$ cat src/phy_types_pkg.sv
// Symbol widths, K28 comma codes and selector types shared by the PHY receive decoder
`default_nettype none

package phy_types_pkg;

    // Bits per 8b/10b encoded symbol
    localparam int SYMBOL_WIDTH = 10;

    // Tells how the sender framed the word
    typedef enum logic [1:0] {
        SELECT_COMMA_1_FLIT = 2'd0,
        SELECT_COMMA_2_FLIT = 2'd1,
        SELECT_COMMA_DATA   = 2'd2
    } comma_length_sel_t;

    // RD- forms, laid out as abcdei_fghj with a in the MSB
    localparam logic [SYMBOL_WIDTH-1:0] START_COMMA          = 10'b001111_1010; // K28.5
    localparam logic [SYMBOL_WIDTH-1:0] END_COMMA            = 10'b001111_1001; // K28.1
    localparam logic [SYMBOL_WIDTH-1:0] GRTCRED0_COMMA       = 10'b001111_0101; // K28.2
    localparam logic [SYMBOL_WIDTH-1:0] GRTCRED1_COMMA       = 10'b001111_0011; // K28.3
    localparam logic [SYMBOL_WIDTH-1:0] NACK_CTRL_BAUD_COMMA = 10'b001111_0010; // K28.4

    // Two-symbol commas, matched on symbol 1 only
    localparam logic [SYMBOL_WIDTH-1:0] ACK_COMMA            = 10'b001111_0100; // K28.0
    localparam logic [SYMBOL_WIDTH-1:0] BAUD_COMMA           = 10'b001111_0110; // K28.6
    localparam logic [SYMBOL_WIDTH-1:0] REQ_CTRL_BAUD_COMMA  = 10'b001111_1000; // K28.7
    localparam logic [SYMBOL_WIDTH-1:0] GRT_CTRL_BAUD_COMMA  = 10'b001111_0101; // K28.2

    typedef enum logic [3:0] {
        START_PACKET_SEL   = 4'd0,
        END_PACKET_SEL     = 4'd1,
        GRTCRED0_SEL       = 4'd2,
        GRTCRED1_SEL       = 4'd3,
        NACK_CTRL_BAUD_SEL = 4'd4,
        ACK_SEL            = 4'd5,
        BAUD_SEL           = 4'd6,
        REQ_CTRL_BAUD_SEL  = 4'd7,
        GRT_CTRL_BAUD_SEL  = 4'd8,
        DATA_SEL           = 4'd9
    } comma_sel_t;

endpackage

`default_nettype wire

$ cat src/chiplet_types_pkg.sv
// Flit, metadata and header layouts of the chiplet link, with the packet length rule
`default_nettype none

package chiplet_types_pkg;

    localparam int PAYLOAD_WIDTH    = 32;
    localparam int PKT_LENGTH_WIDTH = 5;

    // Any other format value is read as a response
    localparam logic [3:0] FMT_SHORT_REQ = 4'h1;

    typedef struct packed {
        logic       vc;
        logic [1:0] id;
        logic [4:0] req;
    } metadata_t;

    // Symbol 4 lands in metadata, symbol 0 in payload[7:0]
    typedef struct packed {
        metadata_t                metadata;
        logic [PAYLOAD_WIDTH-1:0] payload;
    } flit_t;

    typedef struct packed {
        logic [3:0]  fmt;
        logic [3:0]  length;
        logic [23:0] addr;
    } short_hdr_t;

    typedef struct packed {
        logic [3:0]  fmt;
        logic [3:0]  status;
        logic [23:0] tag;
    } resp_hdr_t;

    typedef union packed {
        short_hdr_t short_req;
        resp_hdr_t  resp;
    } hdr_view_u;

    // Total flits in the packet, header flit included
    function automatic logic [PKT_LENGTH_WIDTH-1:0] expected_num_flits(input hdr_view_u hdr);
        logic [PKT_LENGTH_WIDTH-1:0] num;
        if (hdr.short_req.fmt == FMT_SHORT_REQ) begin
            num = PKT_LENGTH_WIDTH'(hdr.short_req.length) + PKT_LENGTH_WIDTH'(2);
        end else begin
            // Responses are a single header flit
            num = PKT_LENGTH_WIDTH'(1);
        end
        return num;
    endfunction

endpackage

`default_nettype wire

$ cat src/dec_8b10b.sv
// Combinational 8b/10b symbol decoder, one instance per received symbol lane
`timescale 1ns/1ps
`default_nettype none

module dec_8b10b (
    input  logic [phy_types_pkg::SYMBOL_WIDTH-1:0] symbol,
    output logic [7:0]                             data,
    output logic                                   is_k,
    output logic                                   code_err
);
    logic [5:0] sub6;
    logic [3:0] sub4;
    logic [4:0] dec5;
    logic [2:0] dec3;
    logic       err6;
    logic       err4;

    assign sub6 = symbol[9:4];
    assign is_k = (sub6 == 6'b001111) || (sub6 == 6'b110000);

    // K28 in RD+ form has its fghj inverted against the data table
    assign sub4 = (sub6 == 6'b110000) ? ~symbol[3:0] : symbol[3:0];

    // 5b/6b, both disparities
    always_comb begin
        err6 = 1'b0;
        case (sub6)
            6'b100111, 6'b011000: dec5 = 5'd0;
            6'b011101, 6'b100010: dec5 = 5'd1;
            6'b101101, 6'b010010: dec5 = 5'd2;
            6'b110001:            dec5 = 5'd3;
            6'b110101, 6'b001010: dec5 = 5'd4;
            6'b101001:            dec5 = 5'd5;
            6'b011001:            dec5 = 5'd6;
            6'b111000, 6'b000111: dec5 = 5'd7;
            6'b111001, 6'b000110: dec5 = 5'd8;
            6'b100101:            dec5 = 5'd9;
            6'b010101:            dec5 = 5'd10;
            6'b110100:            dec5 = 5'd11;
            6'b001101:            dec5 = 5'd12;
            6'b101100:            dec5 = 5'd13;
            6'b011100:            dec5 = 5'd14;
            6'b010111, 6'b101000: dec5 = 5'd15;
            6'b011011, 6'b100100: dec5 = 5'd16;
            6'b100011:            dec5 = 5'd17;
            6'b010011:            dec5 = 5'd18;
            6'b110010:            dec5 = 5'd19;
            6'b001011:            dec5 = 5'd20;
            6'b101010:            dec5 = 5'd21;
            6'b011010:            dec5 = 5'd22;
            6'b111010, 6'b000101: dec5 = 5'd23;
            6'b110011, 6'b001100: dec5 = 5'd24;
            6'b100110:            dec5 = 5'd25;
            6'b010110:            dec5 = 5'd26;
            6'b110110, 6'b001001: dec5 = 5'd27;
            6'b001110:            dec5 = 5'd28;
            6'b101110, 6'b010001: dec5 = 5'd29;
            6'b011110, 6'b100001: dec5 = 5'd30;
            6'b101011, 6'b010100: dec5 = 5'd31;
            6'b001111, 6'b110000: dec5 = 5'd28;
            default: begin
                dec5 = 5'd0;
                err6 = 1'b1;
            end
        endcase
    end

    // 3b/4b, alternate D.x.7 forms accepted as well
    always_comb begin
        err4 = 1'b0;
        case (sub4)
            4'b1011, 4'b0100:                   dec3 = 3'd0;
            4'b1001:                            dec3 = 3'd1;
            4'b0101:                            dec3 = 3'd2;
            4'b1100, 4'b0011:                   dec3 = 3'd3;
            4'b1101, 4'b0010:                   dec3 = 3'd4;
            4'b1010:                            dec3 = 3'd5;
            4'b0110:                            dec3 = 3'd6;
            4'b1110, 4'b0001, 4'b0111, 4'b1000: dec3 = 3'd7;
            default: begin
                dec3 = 3'd0;
                err4 = 1'b1;
            end
        endcase
    end

    assign data     = {dec3, dec5};
    assign code_err = err6 || err4;

endmodule

`default_nettype wire

$ cat src/comma_classifier.sv
// Turns raw comma symbols into a comma selection and forms the next flit, metadata included
`timescale 1ns/1ps
`default_nettype none

module comma_classifier (
    input  logic                                     done,
    input  phy_types_pkg::comma_length_sel_t         comma_length_sel,
    input  logic [2*phy_types_pkg::SYMBOL_WIDTH-1:0] raw_lo,
    input  chiplet_types_pkg::flit_t                 dec_flit,
    input  chiplet_types_pkg::flit_t                 curr_flit,
    input  phy_types_pkg::comma_sel_t                curr_comma_sel,
    output chiplet_types_pkg::flit_t                 next_flit,
    output phy_types_pkg::comma_sel_t                next_comma_sel,
    output logic                                     comma_err
);
    import phy_types_pkg::*;

    logic [SYMBOL_WIDTH-1:0] raw_sym0;
    logic [SYMBOL_WIDTH-1:0] raw_sym1;

    assign raw_sym0 = raw_lo[SYMBOL_WIDTH-1:0];
    assign raw_sym1 = raw_lo[2*SYMBOL_WIDTH-1:SYMBOL_WIDTH];

    always_comb begin
        next_flit      = curr_flit;
        next_comma_sel = curr_comma_sel;
        comma_err      = 1'b0;

        if (done) begin
            case (comma_length_sel)
                SELECT_COMMA_1_FLIT: begin
                    case (raw_sym0)
                        START_COMMA:          next_comma_sel = START_PACKET_SEL;
                        END_COMMA:            next_comma_sel = END_PACKET_SEL;
                        GRTCRED0_COMMA:       next_comma_sel = GRTCRED0_SEL;
                        GRTCRED1_COMMA:       next_comma_sel = GRTCRED1_SEL;
                        NACK_CTRL_BAUD_COMMA: next_comma_sel = NACK_CTRL_BAUD_SEL;
                        default:              comma_err = 1'b1;
                    endcase
                end

                SELECT_COMMA_2_FLIT: begin
                    // Metadata rides in decoded symbol 0, old payload stays
                    next_flit.metadata.vc  = dec_flit.payload[7];
                    next_flit.metadata.id  = dec_flit.payload[6:5];
                    next_flit.metadata.req = dec_flit.payload[4:0];

                    case (raw_sym1)
                        ACK_COMMA:           next_comma_sel = ACK_SEL;
                        BAUD_COMMA:          next_comma_sel = BAUD_SEL;
                        REQ_CTRL_BAUD_COMMA: next_comma_sel = REQ_CTRL_BAUD_SEL;
                        GRT_CTRL_BAUD_COMMA: next_comma_sel = GRT_CTRL_BAUD_SEL;
                        default:             comma_err = 1'b1;
                    endcase
                end

                SELECT_COMMA_DATA: begin
                    next_flit      = dec_flit;
                    next_comma_sel = DATA_SEL;
                end

                // Illegal selector
                default: comma_err = 1'b1;
            endcase
        end
    end

endmodule

`default_nettype wire

$ cat src/packet_order_fsm.sv
// Checks that packets arrive as start comma, data, end comma and flags words out of order
`timescale 1ns/1ps
`default_nettype none

module packet_order_fsm (
    input  logic                                   CLK,
    input  logic                                   nRST,
    input  logic                                   done,
    input  phy_types_pkg::comma_length_sel_t       comma_length_sel,
    input  logic [phy_types_pkg::SYMBOL_WIDTH-1:0] raw_sym0,
    output logic                                   order_err,
    output logic                                   data_expected
);
    import phy_types_pkg::*;

    typedef enum logic [1:0] {
        LOOK_FOR_START,
        LOOK_FOR_DATA,
        LOOK_FOR_END
    } order_state_t;

    order_state_t state;
    order_state_t next_state;
    logic         is_data;
    logic         is_comma;
    logic         is_start;
    logic         is_end;

    assign is_data  = done && (comma_length_sel == SELECT_COMMA_DATA);
    assign is_comma = done && ((comma_length_sel == SELECT_COMMA_1_FLIT) ||
                               (comma_length_sel == SELECT_COMMA_2_FLIT));
    assign is_start = done && (comma_length_sel == SELECT_COMMA_1_FLIT) &&
                      (raw_sym0 == START_COMMA);
    assign is_end   = done && (comma_length_sel == SELECT_COMMA_1_FLIT) &&
                      (raw_sym0 == END_COMMA);

    always_ff @(posedge CLK, negedge nRST) begin
        if (!nRST) begin
            state <= LOOK_FOR_START;
        end else begin
            state <= next_state;
        end
    end

    always_comb begin
        next_state = state;
        order_err  = 1'b0;
        case (state)
            LOOK_FOR_START: begin
                // Link commas between packets are fine
                if (is_start) begin
                    next_state = LOOK_FOR_DATA;
                end else if (is_data) begin
                    order_err = 1'b1;
                end
            end
            LOOK_FOR_DATA: begin
                if (is_data) begin
                    next_state = LOOK_FOR_END;
                end else if (is_comma) begin
                    order_err = 1'b1;
                end
            end
            LOOK_FOR_END: begin
                if (is_end) begin
                    next_state = LOOK_FOR_START;
                end else if (is_comma) begin
                    order_err = 1'b1;
                    // Missing end comma, new packet begins anyway
                    if (is_start) begin
                        next_state = LOOK_FOR_DATA;
                    end
                end
            end
            default: next_state = LOOK_FOR_START;
        endcase
    end

    assign data_expected = (state == LOOK_FOR_DATA);

endmodule

`default_nettype wire

$ cat src/packet_size_counter.sv
// Counts the flits still to come in the current packet, loaded from the header flit
`timescale 1ns/1ps
`default_nettype none

module packet_size_counter (
    input  logic                                         CLK,
    input  logic                                         nRST,
    input  logic                                         done,
    input  phy_types_pkg::comma_length_sel_t             comma_length_sel,
    input  logic                                         data_expected,
    input  logic [chiplet_types_pkg::PAYLOAD_WIDTH-1:0]  payload,
    output logic [chiplet_types_pkg::PKT_LENGTH_WIDTH-1:0] curr_packet_size
);
    import phy_types_pkg::*;
    import chiplet_types_pkg::*;

    hdr_view_u                   hdr;
    logic [PKT_LENGTH_WIDTH-1:0] next_size;

    assign hdr = payload;

    always_comb begin
        next_size = curr_packet_size;
        if (done) begin
            case (comma_length_sel)
                SELECT_COMMA_1_FLIT, SELECT_COMMA_2_FLIT: next_size = '0;
                SELECT_COMMA_DATA: begin
                    if (data_expected) begin
                        next_size = expected_num_flits(hdr) - PKT_LENGTH_WIDTH'(1);
                    end else if (curr_packet_size != '0) begin
                        next_size = curr_packet_size - PKT_LENGTH_WIDTH'(1);
                    end
                end
                default: next_size = curr_packet_size;
            endcase
        end
    end

    always_ff @(posedge CLK, negedge nRST) begin
        if (!nRST) begin
            curr_packet_size <= '0;
        end else begin
            curr_packet_size <= next_size;
        end
    end

endmodule

`default_nettype wire

$ cat src/wrap_dec_8b_10b.sv
// Receive-side top that decodes a word of symbols and registers flit, comma selection and errors
`timescale 1ns/1ps
`default_nettype none

module wrap_dec_8b_10b #(
    parameter int PORTCOUNT = 5
) (
    input  logic                                            CLK,
    input  logic                                            nRST,
    input  logic                                            done,
    input  logic                                            err,
    input  logic [PORTCOUNT*phy_types_pkg::SYMBOL_WIDTH-1:0] enc_flit,
    input  phy_types_pkg::comma_length_sel_t                comma_length_sel,
    output logic                                            done_out,
    output chiplet_types_pkg::flit_t                        flit,
    output phy_types_pkg::comma_sel_t                       comma_sel,
    output logic                                            err_out,
    output logic [chiplet_types_pkg::PKT_LENGTH_WIDTH-1:0]  curr_packet_size
);
    import phy_types_pkg::*;
    import chiplet_types_pkg::*;

    logic [PORTCOUNT*8-1:0] dec_word;
    logic [PORTCOUNT-1:0]   sym_code_err;
    logic [PORTCOUNT-1:0]   sym_is_k;
    flit_t                  dec_flit;
    flit_t                  next_flit;
    comma_sel_t             next_comma_sel;
    logic                   comma_err;
    logic                   order_err;
    logic                   data_expected;
    logic                   data_word;
    logic                   next_err;

    for (genvar i = 0; i < PORTCOUNT; i++) begin : g_dec
        dec_8b10b u_dec (
            .symbol   (enc_flit[i*SYMBOL_WIDTH +: SYMBOL_WIDTH]),
            .data     (dec_word[i*8 +: 8]),
            .is_k     (sym_is_k[i]),
            .code_err (sym_code_err[i])
        );
    end

    assign dec_flit = dec_word;

    comma_classifier u_comma_classifier (
        .done             (done),
        .comma_length_sel (comma_length_sel),
        .raw_lo           (enc_flit[2*SYMBOL_WIDTH-1:0]),
        .dec_flit         (dec_flit),
        .curr_flit        (flit),
        .curr_comma_sel   (comma_sel),
        .next_flit        (next_flit),
        .next_comma_sel   (next_comma_sel),
        .comma_err        (comma_err)
    );

    packet_order_fsm u_packet_order_fsm (
        .CLK              (CLK),
        .nRST             (nRST),
        .done             (done),
        .comma_length_sel (comma_length_sel),
        .raw_sym0         (enc_flit[SYMBOL_WIDTH-1:0]),
        .order_err        (order_err),
        .data_expected    (data_expected)
    );

    packet_size_counter u_packet_size_counter (
        .CLK              (CLK),
        .nRST             (nRST),
        .done             (done),
        .comma_length_sel (comma_length_sel),
        .data_expected    (data_expected),
        .payload          (dec_flit.payload),
        .curr_packet_size (curr_packet_size)
    );

    assign data_word = (comma_length_sel == SELECT_COMMA_DATA);

    // A control character inside a data word counts as a bad symbol too
    assign next_err = err ||
                      (done && (order_err || comma_err ||
                                (data_word && |(sym_code_err | sym_is_k))));

    always_ff @(posedge CLK, negedge nRST) begin
        if (!nRST) begin
            done_out  <= 1'b0;
            flit      <= '0;
            comma_sel <= START_PACKET_SEL;
            err_out   <= 1'b0;
        end else begin
            done_out  <= done;
            flit      <= next_flit;
            comma_sel <= next_comma_sel;
            err_out   <= next_err;
        end
    end

endmodule

`default_nettype wire

$ cat config.mk
export PLATFORM = sky130hd
export DESIGN_NAME = wrap_dec_8b_10b
export DESIGN_NICKNAME = d
export VERILOG_FILES = /design/src/phy_types_pkg.sv /design/src/chiplet_types_pkg.sv /design/src/dec_8b10b.sv /design/src/comma_classifier.sv /design/src/packet_order_fsm.sv /design/src/packet_size_counter.sv /design/src/wrap_dec_8b_10b.sv
export SDC_FILE = /design/constraint.sdc
export NUM_CORES = 1
export LEC_CHECK = 0
export ABC_AREA = 1
export BUFFER_PORTS_ARGS = -buffer_cell sky130_fd_sc_hd__buf_4
export CORE_MARGIN = 1
export CORE_UTILIZATION = 40
export CTS_CLUSTER_DIAMETER = 200
export DETAILED_ROUTE_END_ITERATION = 8
export PLACE_DENSITY_LB_ADDON = 0.05
export SLEW_MARGIN = 20
export SYNTH_ARGS = -nofsm -noshare
export SYNTH_HDL_FRONTEND = slang
export SYNTH_SLANG_ARGS = --single-unit
$ cat constraint.sdc
create_clock -name CLK -period 1.9 [get_ports CLK]
set_clock_uncertainty 0.2 [all_clocks]
set_input_delay 0.19 -clock CLK [delete_from_list [all_inputs] [get_ports CLK]]
set_output_delay 0.19 -clock CLK [all_outputs]
set_load 0.01 [all_outputs]
After elaboration in Yosys (flattened, before gate mapping)
Index checks and enable logic that the tools add are counted.

word-level totals
  register bits after elaboration = 53
  input port bits = 56
  output and inout port bits = 51
  word-level logic and storage cells = 529

operators by class
  add/subtract/negate cells = 3
  equal/unequal tests = 329
  multiplexer cells = 51
  bitwise gates (word level) = 6
  reductions and logical operators = 131

operators by type and width
  kind                   number
  $pmux W5 S31           5
  $eq A6 B6 Y1 const B   120
  $eq A6 B5 Y1 const B   70
  $reduce_or A48 Y1      5
  $eq A6 B4 Y1 const B   35
  $reduce_or A2 Y1       76
  $eq A4 B4 Y1 const B   35
  $pmux W3 S7            5
  $eq A10 B8 Y1 const B  9
  $eq A6 B3 Y1 const B   15
  $eq A4 B3 Y1 const B   20
  $reduce_or A14 Y1      5
  $eq A4 B2 Y1 const B   10
  $mux W5                6
  $eq A4 B1 Y1 const B   6
  $reduce_or A4 Y1       6
  $mux W4                5
  $not A4 Y4             5
  $pmux W4 S5            1
  $mux W1                18
  $pmux W4 S4            1
  $pmux W8 S2            1
  $reduce_or A3 Y1       5
  $logic_or A1 B1 Y1     14
  24 further kinds       42

Depth between registers and ports, before layout
Gate-level depths: netlist of the first run.

  depth after elaboration = 13
  mapped depth = 21
  mapped depth without buffers = 21

Cells and area by module
From an unflattened synthesis of the first run, not the netlist that was laid out.

unflattened totals
  cell total of the unflattened synthesis = 1476
  area, all modules = 8314.2 um^2

by module, submodules not included
  module                           instances  cells an instance  area each (um^2)  seq. area each (um^2)
  dec_8b10b at g_dec[0].u_dec ...  4          223                1051.0            0.0
  wrap_dec_8b_10b                  1          61                 1214.9            1151.1
  comma_classifier                 1          176                1094.8            0.0
  dec_8b10b at g_dec[4].u_dec      1          222                1047.3            0.0
  packet_size_counter              1          80                 499.2             125.1
  packet_order_fsm                 1          45                 254.0             50.0

Worst setup path before layout of the first run
No wires, ideal clock.

  kind = input to register
  start point = input enc_flit[34] in the netlist's numbering
  end point = register u_packet_size_counter.curr_packet_size[4] in the netlist's numbering
  setup time = 0.117 ns
  arrival = 1.939 ns
  data required time = 1.583 ns
  path slack = -0.356 ns
  stages on the path = 16
  buffers on the path = 1
  cell sequence = nor2_4 buf_2 nand3_2 nand2_2 nand2_2 nor2_4 a21oi_2 nor2_2 nand2_4 o21ai_4 ha_1 inv_1 nor2_2 nand3_1 nand3_1 nand2_1

between the ends
  cells in the longest elaborated chain, start to end = 13
  elaborated cells on any way between the ends = 87
  those cells by class = add/sub: 2; eq/ne: 59; mux: 9; reduce/logical: 17

ends and longest elaborated chain
  element                                               line                              text
  start: declaration                                    wrap_dec_8b_10b.sv:12             input logic [PORTCOUNT*phy_types_pkg::SYMBOL_WIDTH-1:0] enc_flit,
  $eq A6 B6 Y1                                          dec_8b10b.sv:22, dec_8b10b.sv:27
  $mux W4                                               dec_8b10b.sv:22                   assign sub4 = (sub6 == 6'b110000) ? ~symbol[3:0] : symbol[3:0];
  $eq A4 B4 Y1, or another cell as far along            dec_8b10b.sv:71                   case (sub4)
  $reduce_or A4 Y1 or $reduce_or A2 Y1 (tied branches)  dec_8b10b.sv:71
  $pmux W3 S7                                           dec_8b10b.sv:71
  $eq A4 B1 Y1                                          chiplet_types_pkg.sv:44           if (hdr.short_req.fmt == FMT_SHORT_REQ) begin
  $mux W5 (*)                                           chiplet_types_pkg.sv:44
  $mux W5 (*)                                           packet_size_counter.sv:28         if (data_expected) begin
  $mux W5 (*)                                           packet_size_counter.sv:25         case (comma_length_sel)
  $mux W5 (*)                                           packet_size_counter.sv:24         if (done) begin
  $sub A5 B1 Y5 (*)                                     packet_size_counter.sv:29         next_size = expected_num_flits(hdr) - PKT_LENGTH_WIDTH'(1);
  $mux W5 (*)                                           packet_size_counter.sv:28
  $pmux W5 S2 (*)                                       packet_size_counter.sv:25
  end signal: assignment                                packet_size_counter.sv:43         curr_packet_size <= next_size;
  end: declaration                                      packet_size_counter.sv:12         output logic [chiplet_types_pkg::PKT_LENGTH_WIDTH-1:0] curr_packet_size

Every way passes the cells marked *; elsewhere a longest branch is shown, timed or not. The select of a mux whose other input is x is not followed.
A chain may end at the register's enable or synchronous reset.

==> flow_summary.toml, run 1 <==
[timing]
timing.fmax_ghz = 0.4590
min_period_over_period = 1.147
rsz0062_at_grt = "yes"
setup_ws_ps = -278.5
maxSlewHeadroom = 0.6938
tns_ps = -1163
maxSlewViolCount = 0
setup_violations = 6
min_period_ps = 2179
worst_pin_slew_ps = 454.6
hold_violations = 0

[finish]
multiInputGateArea_um2 = 5951
seq_area_um2 = 1326
final_nets = 1837
n_antenna_cell = 0
stdcell_area_um2 = 12460
area_growth_pct = 74.39
n_fill_cell = 1490
drive_gt1_frac = 0.4216
instances_no_fill = 1999
finish.utilization = 0.7177

[logic_synthesis]
synth-seq-cells = 53
synth_common_cells = "nand2_1, nor2_1, inv_1"
synth_top_cell_by_area = "dfrtp_1"
synth_top_flop_cell = "dfrtp_1"
synth_cell_types = 50
seq_area_frac_synth = 0.1857
synth_async_sr_flop_share = 1.000
synth_cells = 1259
yosysTopAreaCellShare = 0.1857
synth_most_common_cell = "nand2_1"
synth_edf_count = 0
synth_top_cells_by_area = "dfrtp_1, nand2_1, nor2_1"
syn_nets = 1322
synth_area_um2 = 7143
yosys_warnings = 0
postSynthAreaPerCell_um2 = 5.674

[drt]
avgViaCountPerCell = 5.335
ant_nets = 0
drt_iter0_markers = 872
num_vias = 10670
first_pass_iters = 6
drc = 0
wl_per_cell_um = 14.75
routed_wl_um = 29480

[setup_path]
critPathLaunchType = "primary input"
crit_arrival_ps = 2170
crit_start = "enc_flit[39]"
worstSetupEndpointType = "flop"
crit_type = "in -> reg"
worstPathRequired_ps = 1890
regToRegStartpoint = "u_packet_order_fsm.state[0]"
cp_max_fo = 7

[floorplan]
initial_core_util = 0.4115
core_area_um2 = 17360
io_pins = 107
placementRows = 48
die_w_um = 135.6
dieArea_um2 = 18400
die_height_um = 135.6

[global_routing]
track_usage = 0.3125
grt_pass1_vias = 9745
gr-total-overflow = 0
antenna_found_initial = 1
grt_max_degree = 29
grt_pass1_wl_um = 46540

[placement]
dp_cells = 1953
routabilityCongestion = 0.9511
port_buffers = 106
place_area_um2 = 11210
hpwl_um = 22880
place_ws_ps = -595.9

[power]
pwr_density_cell_nw_per_um2 = 438.5
vdd_drop_max_uv = 364.4
leakagePower_uw = 0.006480

[worst_hold_path]
hold_path.class = "in -> async"

[run_status]
failed_checks = "setup timing"
outcome = "complete, but fails checks"

[clock_tree]
cts_htree_levels = 2
cts.sinks = 53
clockRootBuffer = "clkbuf_16"
cts_made_buffers = 5
cts_buffer_depth = 2
worst_skew_pair.late_latency_ps = 300
cts_tree = "yes"
clk_pin_slew_ps = 80

[run]
drv_cap = 0
[registers in the layout, summed over array words and instances, names as in the netlist]
name	cells
err_out	1
u_packet_size_counter.curr_packet_size	5
u_packet_order_fsm.state	2
flit	40
comma_sel	4
done_out	1
[kinds of logic (layout without fill, tap and decap cells)]
| logic type | after synthesis | count (layout) | share of synthesized area |
|---|---|---|---|
| adder cells (fa/ha/maj) | 7 | 7 | 0.01226 |
| AO/OA/AOI/OAI | 183 | 183 | 0.1552 |
| buffers and inverters | 191 | 706 | 0.1019 |
| XOR/XNOR | 26 | 26 | 0.03608 |
| flip-flops | 53 | 53 | 0.1857 |
| AND/OR/NAND/NOR | 799 | 799 | 0.5088 |
[repair_timing]
action / in CTS / in global routing
gates resized for setup: 72 / 118
hold buffers: 3 / 0
setup endpoints to repair: 13 / 32
pin swaps: 30 / 54
buffers inserted: 17 / 21
endpoints found under the hold margin: 55 / 0
gates cloned: 1 / 0
[final cells by class]
class,count,share of cell area
Tap cell,225,0.02260
Timing Repair Buffer,520,0.3242
Sequential cell,53,0.1065
Clock inverter,2,0.003114
Clock buffer,5,0.01004
Multi-Input combinational cell,1015,0.4777
Timing Repair inverter,1,0.0004018
Inverter,178,0.05544
[layer usage]
| layer | track usage | wire length, um | vias up |
|---|---|---|---|
| li1 | - | - | 5248 |
| met1 | 0.4297 | 12890 | 4884 |
| met2 | 0.5102 | 13840 | 458 |
| met3 | 0.03367 | 2038 | 73 |
| met4 | 0.09426 | 697 | 2 |
| met5 | 0 | 9 | - |
[layout by cell type, fill, tap and decap left out, types with 19 or more instances in the layout]
cell / n
o22ai_1: 19
a21oi_1: 24
nand2_2: 31
inv_2: 27
nor3_1: 25
dfrtp_1: 53
nor2_1: 176
o21ai_0: 54
inv_1: 143
nor2_4: 20
nand2_1: 279
buf_4: 499
nand3_1: 108
nor2_2: 38
nand4_1: 48
[per-stage QoR]
stage | hold slack (ps) | power [uW]
2_1_floorplan | -305.6 | 2707
3_3_place_gp | -93.51 | 4025
3_5_place_dp | -91.67 | 4051
4_1_cts | 131.8 | 5260
5_1_grt | 151.8 | 5785
6_report | 114.9 | 5463
[critical path, cell delays in order]
cell      delay (ps)
buf_4            140
nand2_4          110
inv_6             60
nand3_4          130
buf_6            120
nand3_2           90
nor2_4           140
and3_4           200
nand2_2           80
ha_4             170
nand3b_1         150
nand3_1          120
nor2_2            40
nor2_2           160
nand3_1          130
nand3_2           70
nand2_1           50
[worst paths after layout]
| path | end | slack [ps] | cells past startpoint |
|---|---|---|---|
| setup / recovery | u_packet_size_counter.curr_packet_size[4] | -280 | 17 |
| hold / removal | flit[25] | 110 | 2 |
| setup reg to reg | u_packet_size_counter.curr_packet_size[3] | -50 | 14 |
| hold reg to reg | flit[17] | 290 | 2 |
| max in group asynchronous | flit[4] | 900 | 3 |
| min in group CLK | comma_sel[3] | 190 | 6 |
[report_power, final]
part           switching [uW]  internal, uW
Sequential                178          1350
Clock                     466           622
Combinational            1490          1360
Total                    2130          3330
(Power assumes the default switching activity.)
==> inputs of run 2 (changes only) <==
--- a/config.mk
+++ b/config.mk
@@ -5,10 +5,11 @@
 export SDC_FILE = /design/constraint.sdc
 export NUM_CORES = 1
 export LEC_CHECK = 0
-export ABC_AREA = 1
+export ABC_AREA = 0
 export BUFFER_PORTS_ARGS = -buffer_cell sky130_fd_sc_hd__buf_4
 export CORE_MARGIN = 1
-export CORE_UTILIZATION = 40
+export CORE_UTILIZATION = 45
+export CTS_BUF_LIST = sky130_fd_sc_hd__clkbuf_8
 export CTS_CLUSTER_DIAMETER = 200
 export DETAILED_ROUTE_END_ITERATION = 8
 export PLACE_DENSITY_LB_ADDON = 0.05
==> run 2 against run 1 <==
Net effect: the flow still finishes with violations (setup timing); area after synthesis decreased by 14%; clock-buffer cell count unchanged; global-route usage down 3.1 points; clock power decreased by 12%; utilization fell by 6.3 points; die area is 23% lower; sequential power down 5%.
==> flow_summary.toml, run 2 <==
[floorplan]
io_pins = 107
initial_core_util = 0.4632
placementRows = 42
core_area_um2 = 13240
die_w_um = 118.7
dieArea_um2 = 14100
die_height_um = 118.7

[timing]
rsz0062_at_grt = "yes"
maxSlewViolCount = 0
min_period_over_period = 1.320
min_period_ps = 2509
hold_violations = 0
worst_pin_slew_ps = 748.4
timing.fmax_ghz = 0.3986
setup_ws_ps = -608.6
timing.hold.ws_ps = 78.56
setup_violations = 3
maxSlewHeadroom = 0.5011

[power]
p_clk_frac = 0.205
leakagePower_uw = 0.003838
total_power_uw = 4668
pwr-share-comb = 0.484
vdd_drop_max_uv = 375.5
swShare = 0.3595
p_seq_frac = 0.310
power_switching_uw = 1678
internal-power_uw = 2990
pwr_density_cell_nw_per_um2 = 538.2

[run_status]
failed_checks = "setup timing"
outcome = "complete, but fails checks"

[clock_tree]
clockRootBuffer = "clkbuf_8"
worst_skew_pair.late_latency_ps = 330
cts.sinks = 53
cts_htree_levels = 2
cts_tree = "yes"
cts_buffer_depth = 2
cts_made_buffers = 5
clk_pin_slew_ps = 110

[global_routing]
grt_pass1_vias = 6768
antenna_found_initial = 0
track_usage = 0.2816
grt_pass1_wl_um = 32700
grt.met3_usage = 0.04344
gr-total-overflow = 0
use_met1 = 0.3760
busiest_layer = "met2"
grt_max_degree = 54
met2_usage = 0.4697

[logic_synthesis]
postSynthAreaPerCell_um2 = 7.018
synth-seq-cells = 53
seq_area_frac_synth = 0.2162
synth_cell_types = 81
synth_most_common_cell = "nand2_1"
synth_top_cell_by_area = "dfrtp_1"
yosysTopAreaCellShare = 0.2162
synth_edf_count = 0
synth_common_cells = "nand2_1, o21ai_0, clkbuf_1"
yosys_warnings = 0
synth_cells = 874
synth_top_flop_cell = "dfrtp_1"
synth_area_um2 = 6133
synth_async_sr_flop_share = 1.000
synth_top_cells_by_area = "dfrtp_1, nand2_1, o21ai_0"
syn_nets = 937

[setup_path]
worstPathRequired_ps = 1980
cp_max_fo = 3
worstSetupEndpointType = "flop"
crit_arrival_ps = 2580
critPathLaunchType = "flop"
crit_type = "reg -> reg"

[run]
drv_cap = 0

[finish]
drive_gt1_frac = 0.3278
final_cell_mix = "buf_4, nand2_1, o21ai_0"
instances_no_fill = 1253
largest_register = "flit"
final_nets = 1139
reg_top3 = "flit: 40 flops, u_packet_size_counter.curr_packet_size: 5 flops, comma_sel: 4 flops"
n_antenna_cell = 0
mostFrequentLayoutCell = "buf_4"
largest_reg_flops = 40
area_growth_pct = 41.41

[placement]
place_ws_ps = -1001
routabilityCongestion = 0.9131
dp_cells = 1233
hpwl_um = 15000
port_buffers = 106

[drt]
wl_per_cell_um = 16.45
ant_nets = 0
avgViaCountPerCell = 5.983
drt_iter0_markers = 661
first_pass_iters = 5
drc = 0
num_vias = 7497
routed_wl_um = 20610

[worst_hold_path]
hold_path.class = "in -> reg"
[run 2: logic make-up after synthesis]
group / count (synthesis) / share of synthesized area
compound gates: 345 / 0.3725
simple gates: 308 / 0.2464
buf+inv: 119 / 0.08486
flops: 53 / 0.2162
xor+xnor: 22 / 0.03142
mux: 15 / 0.02611
fa+ha+maj: 12 / 0.02244
[run 2: worst paths after layout]
path	startpoint	to	slack, ps	cells after the start
min	enc_flit[1]	comma_sel[2]	80	3
min in group asynchronous	nRST	flit[8]	250	2
min reg2reg	flit[11]	flit[11]	290	1
max	u_packet_order_fsm.state[1]	u_packet_size_counter.curr_packet_size[4]	-610	10
max in group asynchronous	nRST	flit[37]	760	2
max reg2reg	u_packet_order_fsm.state[1]	u_packet_size_counter.curr_packet_size[4]	-610	10
[run 2: layout make-up]
type	instances	area (um2)
Fill cell	1210	4569
Multi-Input combinational cell	702	4501
Timing Repair Buffer	291	2406
Sequential cell	53	1326
Tap cell	176	220.2
Inverter	23	86.33
Clock buffer	5	68.82
Clock inverter	3	65.06
[run 2: timing repair]
action,CTS,global route
setup buffers,1,4
endpoints found under the hold margin,55,0
gates cloned,0,4
setup endpoints to repair,4,11
hold buffers,3,0
gates resized for setup,25,29
pin swaps,13,10
[run 2: critical path: stages, from the launching register on]
cell and delay, ps:
dfrtp_1 400, nand2b_4 150, a21oi_2 120, and3_4 200, a21o_1 180, ha_4 160, o21ai_2 70, or4_1 410
o211ai_1 140, mux2_4 330, o2bb2ai_2 100
[run 2: power by group through the flow]
stage          Sequential, uW  Combinational (uW)  Clock (uW)
6_report                 1450                2260         959
5_1_grt                  1470                2460        1010
4_1_cts                  1450                2160         978
3_5_place_dp             1470                2120           0
3_3_place_gp             1460                2070           0
2_1_floorplan            1550                1080           0
[run 2: routing by layer]
metal | wire [um] | vias up
met5 | 0 | -
met4 | 409 | 0
met3 | 1102 | 28
met2 | 9987 | 257
met1 | 9111 | 3550
li1 | - | 3662
[run 2: per-stage QoR]
step	util	TNS (ps)	cell area, um2
6_report	0.6550	-1054	8673
5_1_grt	0.6550	-1393	8673
2_1_floorplan	-	-2165	6309
4_1_cts	0.6354	-992.3	8414
3_5_place_dp	0.6142	-7247	8134
3_3_place_gp	0.6142	-5879	8134
==> inputs of run 3 (changes only) <==
--- a/config.mk
+++ b/config.mk
@@ -7,6 +7,7 @@
 export LEC_CHECK = 0
 export ABC_AREA = 0
 export BUFFER_PORTS_ARGS = -buffer_cell sky130_fd_sc_hd__buf_4
+export CAP_MARGIN = 10
 export CORE_MARGIN = 1
 export CORE_UTILIZATION = 45
 export CTS_BUF_LIST = sky130_fd_sc_hd__clkbuf_8
==> constraint.sdc (replaced) <==
create_clock -name CLK -period 1.9 [get_ports CLK]
set_clock_uncertainty 0.2 [all_clocks]
set_input_delay 0.285 -clock CLK [delete_from_list [all_inputs] [get_ports CLK]]
set_output_delay 0.285 -clock CLK [all_outputs]
set_load 0.005 [all_outputs]
==> run 3 against run 2 <==
Net effect: the run still ends with setup timing left; clock power fell by 24%; cell count rose by 1.5%; first-iteration DRC count rose by 7.4%; utilization rose by 0.94 points; clock-buffer cell count rose by 1; highest routed layer unchanged.
==> flow_summary.toml, run 3 (synthesis gave the netlist of run 2 again) <==
[setup_path]
r2r-end = "u_packet_size_counter.curr_packet_size[4]"
crit_arrival_ps = 2620
worstPathRequired_ps = 1970
worstSetupEndpointType = "flop"
cp_max_fo = 17
crit_type = "in -> reg"
critPathLaunchType = "primary input"
r2r_slack_ps = -600
regToRegStartpoint = "u_packet_order_fsm.state[1]"
r2r_cells = 10

[global_routing]
busiest_layer = "met2"
use_met1 = 0.3750
grt.met3_usage = 0.04778
track_usage = 0.2904
grt_max_degree = 54
grt_pass1_vias = 6965
gr-total-overflow = 0
met2_usage = 0.4854
antenna_found_initial = 0
grt_pass1_wl_um = 33700

[run_status]
outcome = "complete, but fails checks"
failed_checks = "setup timing"

[timing]
timing.fmax_ghz = 0.3935
setup_violations = 4
rsz0062_at_grt = "yes"
maxSlewHeadroom = 0.4728
worst_pin_slew_ps = 780.5
timing.hold.ws_ps = 81.42
min_period_over_period = 1.338
setup_ws_ps = -641.5
hold_violations = 0
maxSlewViolCount = 0
min_period_ps = 2541

[worst_hold_path]
hold_path.class = "in -> reg"
min_to = "err_out"
hold_depth = 3
worstHoldStart = "err"

[finish]
largest_register = "flit"
mostFrequentLayoutCell = "buf_4"
instances_no_fill = 1272
reg_top3 = "flit: 40 flops, u_packet_size_counter.curr_packet_size: 5 flops, comma_sel: 4 flops"
largest_reg_flops = 40
final_nets = 1158
area_growth_pct = 43.45
n_fill_cell = 1172
final_cell_mix = "buf_4, nand2_1, o21ai_0"
drive_gt1_frac = 0.3549
n_antenna_cell = 0
finish.utilization = 0.6644

[clock_tree]
clk_pin_slew_ps = 110
cts_htree_levels = 2
worst_skew_pair.late_latency_ps = 330
cts_buffer_depth = 2
cts_made_buffers = 5
cts_tree = "yes"
cts.sinks = 53
clockRootBuffer = "clkbuf_8"

[power]
pwr_density_cell_nw_per_um2 = 500.9
power_switching_uw = 1620
vdd_drop_max_uv = 302.9
pwr-share-comb = 0.506
p_clk_frac = 0.164
internal-power_uw = 2787
total_power_uw = 4407
leakagePower_uw = 0.003897
swShare = 0.3676
p_seq_frac = 0.329

[floorplan]
die_height_um = 118.7
dieArea_um2 = 14100
core_area_um2 = 13240
placementRows = 42
io_pins = 107
initial_core_util = 0.4632
die_w_um = 118.7

[drt]
wl_per_cell_um = 16.28
drc = 0
routed_wl_um = 20710
avgViaCountPerCell = 5.986
num_vias = 7614
drt_iter0_markers = 710
ant_nets = 0
first_pass_iters = 6

[placement]
dp_cells = 1250
port_buffers = 106
routabilityCongestion = 0.9108
hpwl_um = 15330

[run]
drv_cap = 0
## run 3: cell type report
type	count	area (um2)	area share
Multi-Input combinational cell	702	4586	0.5212
Timing Repair Buffer	310	2484	0.2823
Sequential cell	53	1326	0.1507
Tap cell	176	220.2	0.02503
Inverter	23	86.33	0.009812
Clock buffer	6	82.58	0.009386
Clock inverter	2	13.76	0.001564
## run 3: worst max path at each step
| stage | cells after the start | end | slack (ps) | startpoint |
|---|---|---|---|---|
| floorplan | 12 | u_packet_size_counter.curr_packet_size[4] | -950 | enc_flit[38] |
| global placement | 12 | u_packet_size_counter.curr_packet_size[4] | -970 | enc_flit[39] |
| detailed placement | 12 | u_packet_size_counter.curr_packet_size[4] | -1120 | enc_flit[39] |
| CTS | 10 | u_packet_size_counter.curr_packet_size[4] | -640 | u_packet_order_fsm.state[1] |
| global route | 11 | u_packet_size_counter.curr_packet_size[4] | -750 | enc_flit[37] |
| finish | 12 | u_packet_size_counter.curr_packet_size[4] | -640 | enc_flit[39] |
## run 3: through the flow
step                      area (um2)  setup slack, ps  TNS (ps)
after CTS                       8638           -635.8     -1389
after global placement          8308           -972.8     -8014
after global routing            8798           -746.6     -1854
after floorplan                 6380           -948.6     -2523
final                           8798           -641.5     -1501
after detailed placement        8308            -1123     -9904
## run 3: per-layer routing
metal,wire length (um),vias to the layer above,share of wire
li1,-,3713,-
met5,0,-,0
met4,595,0,0.029
met2,9850,228,0.48
met3,903,48,0.044
met1,9365,3625,0.45
## run 3: power by group through the flow
stage          Clock (uW)  Sequential [uW]  Combinational (uW)
5_1_grt               768             1470                2430
4_1_cts               733             1450                2150
2_1_floorplan           0             1480                1090
3_3_place_gp            0             1460                2020
3_5_place_dp            0             1470                2070
6_report              725             1450                2230
## run 3: timing repair
item	in CTS	in global routing
setup endpoints to repair	6	14
endpoints found under the hold margin	54	0
hold buffers	2	0
pin swaps	22	14
setup buffers	7	5
gates resized for setup	40	29
## run 3: worst max-delay path: stages
cell	delay (ps)
buf_12	130
and3b_1	190
o221ai_1	200
a21oi_1	110
a211oi_2	280
a21o_4	200
ha_4	130
o21ai_2	60
or4_1	410
o211ai_1	170
mux2_4	340
o2bb2ai_2	100
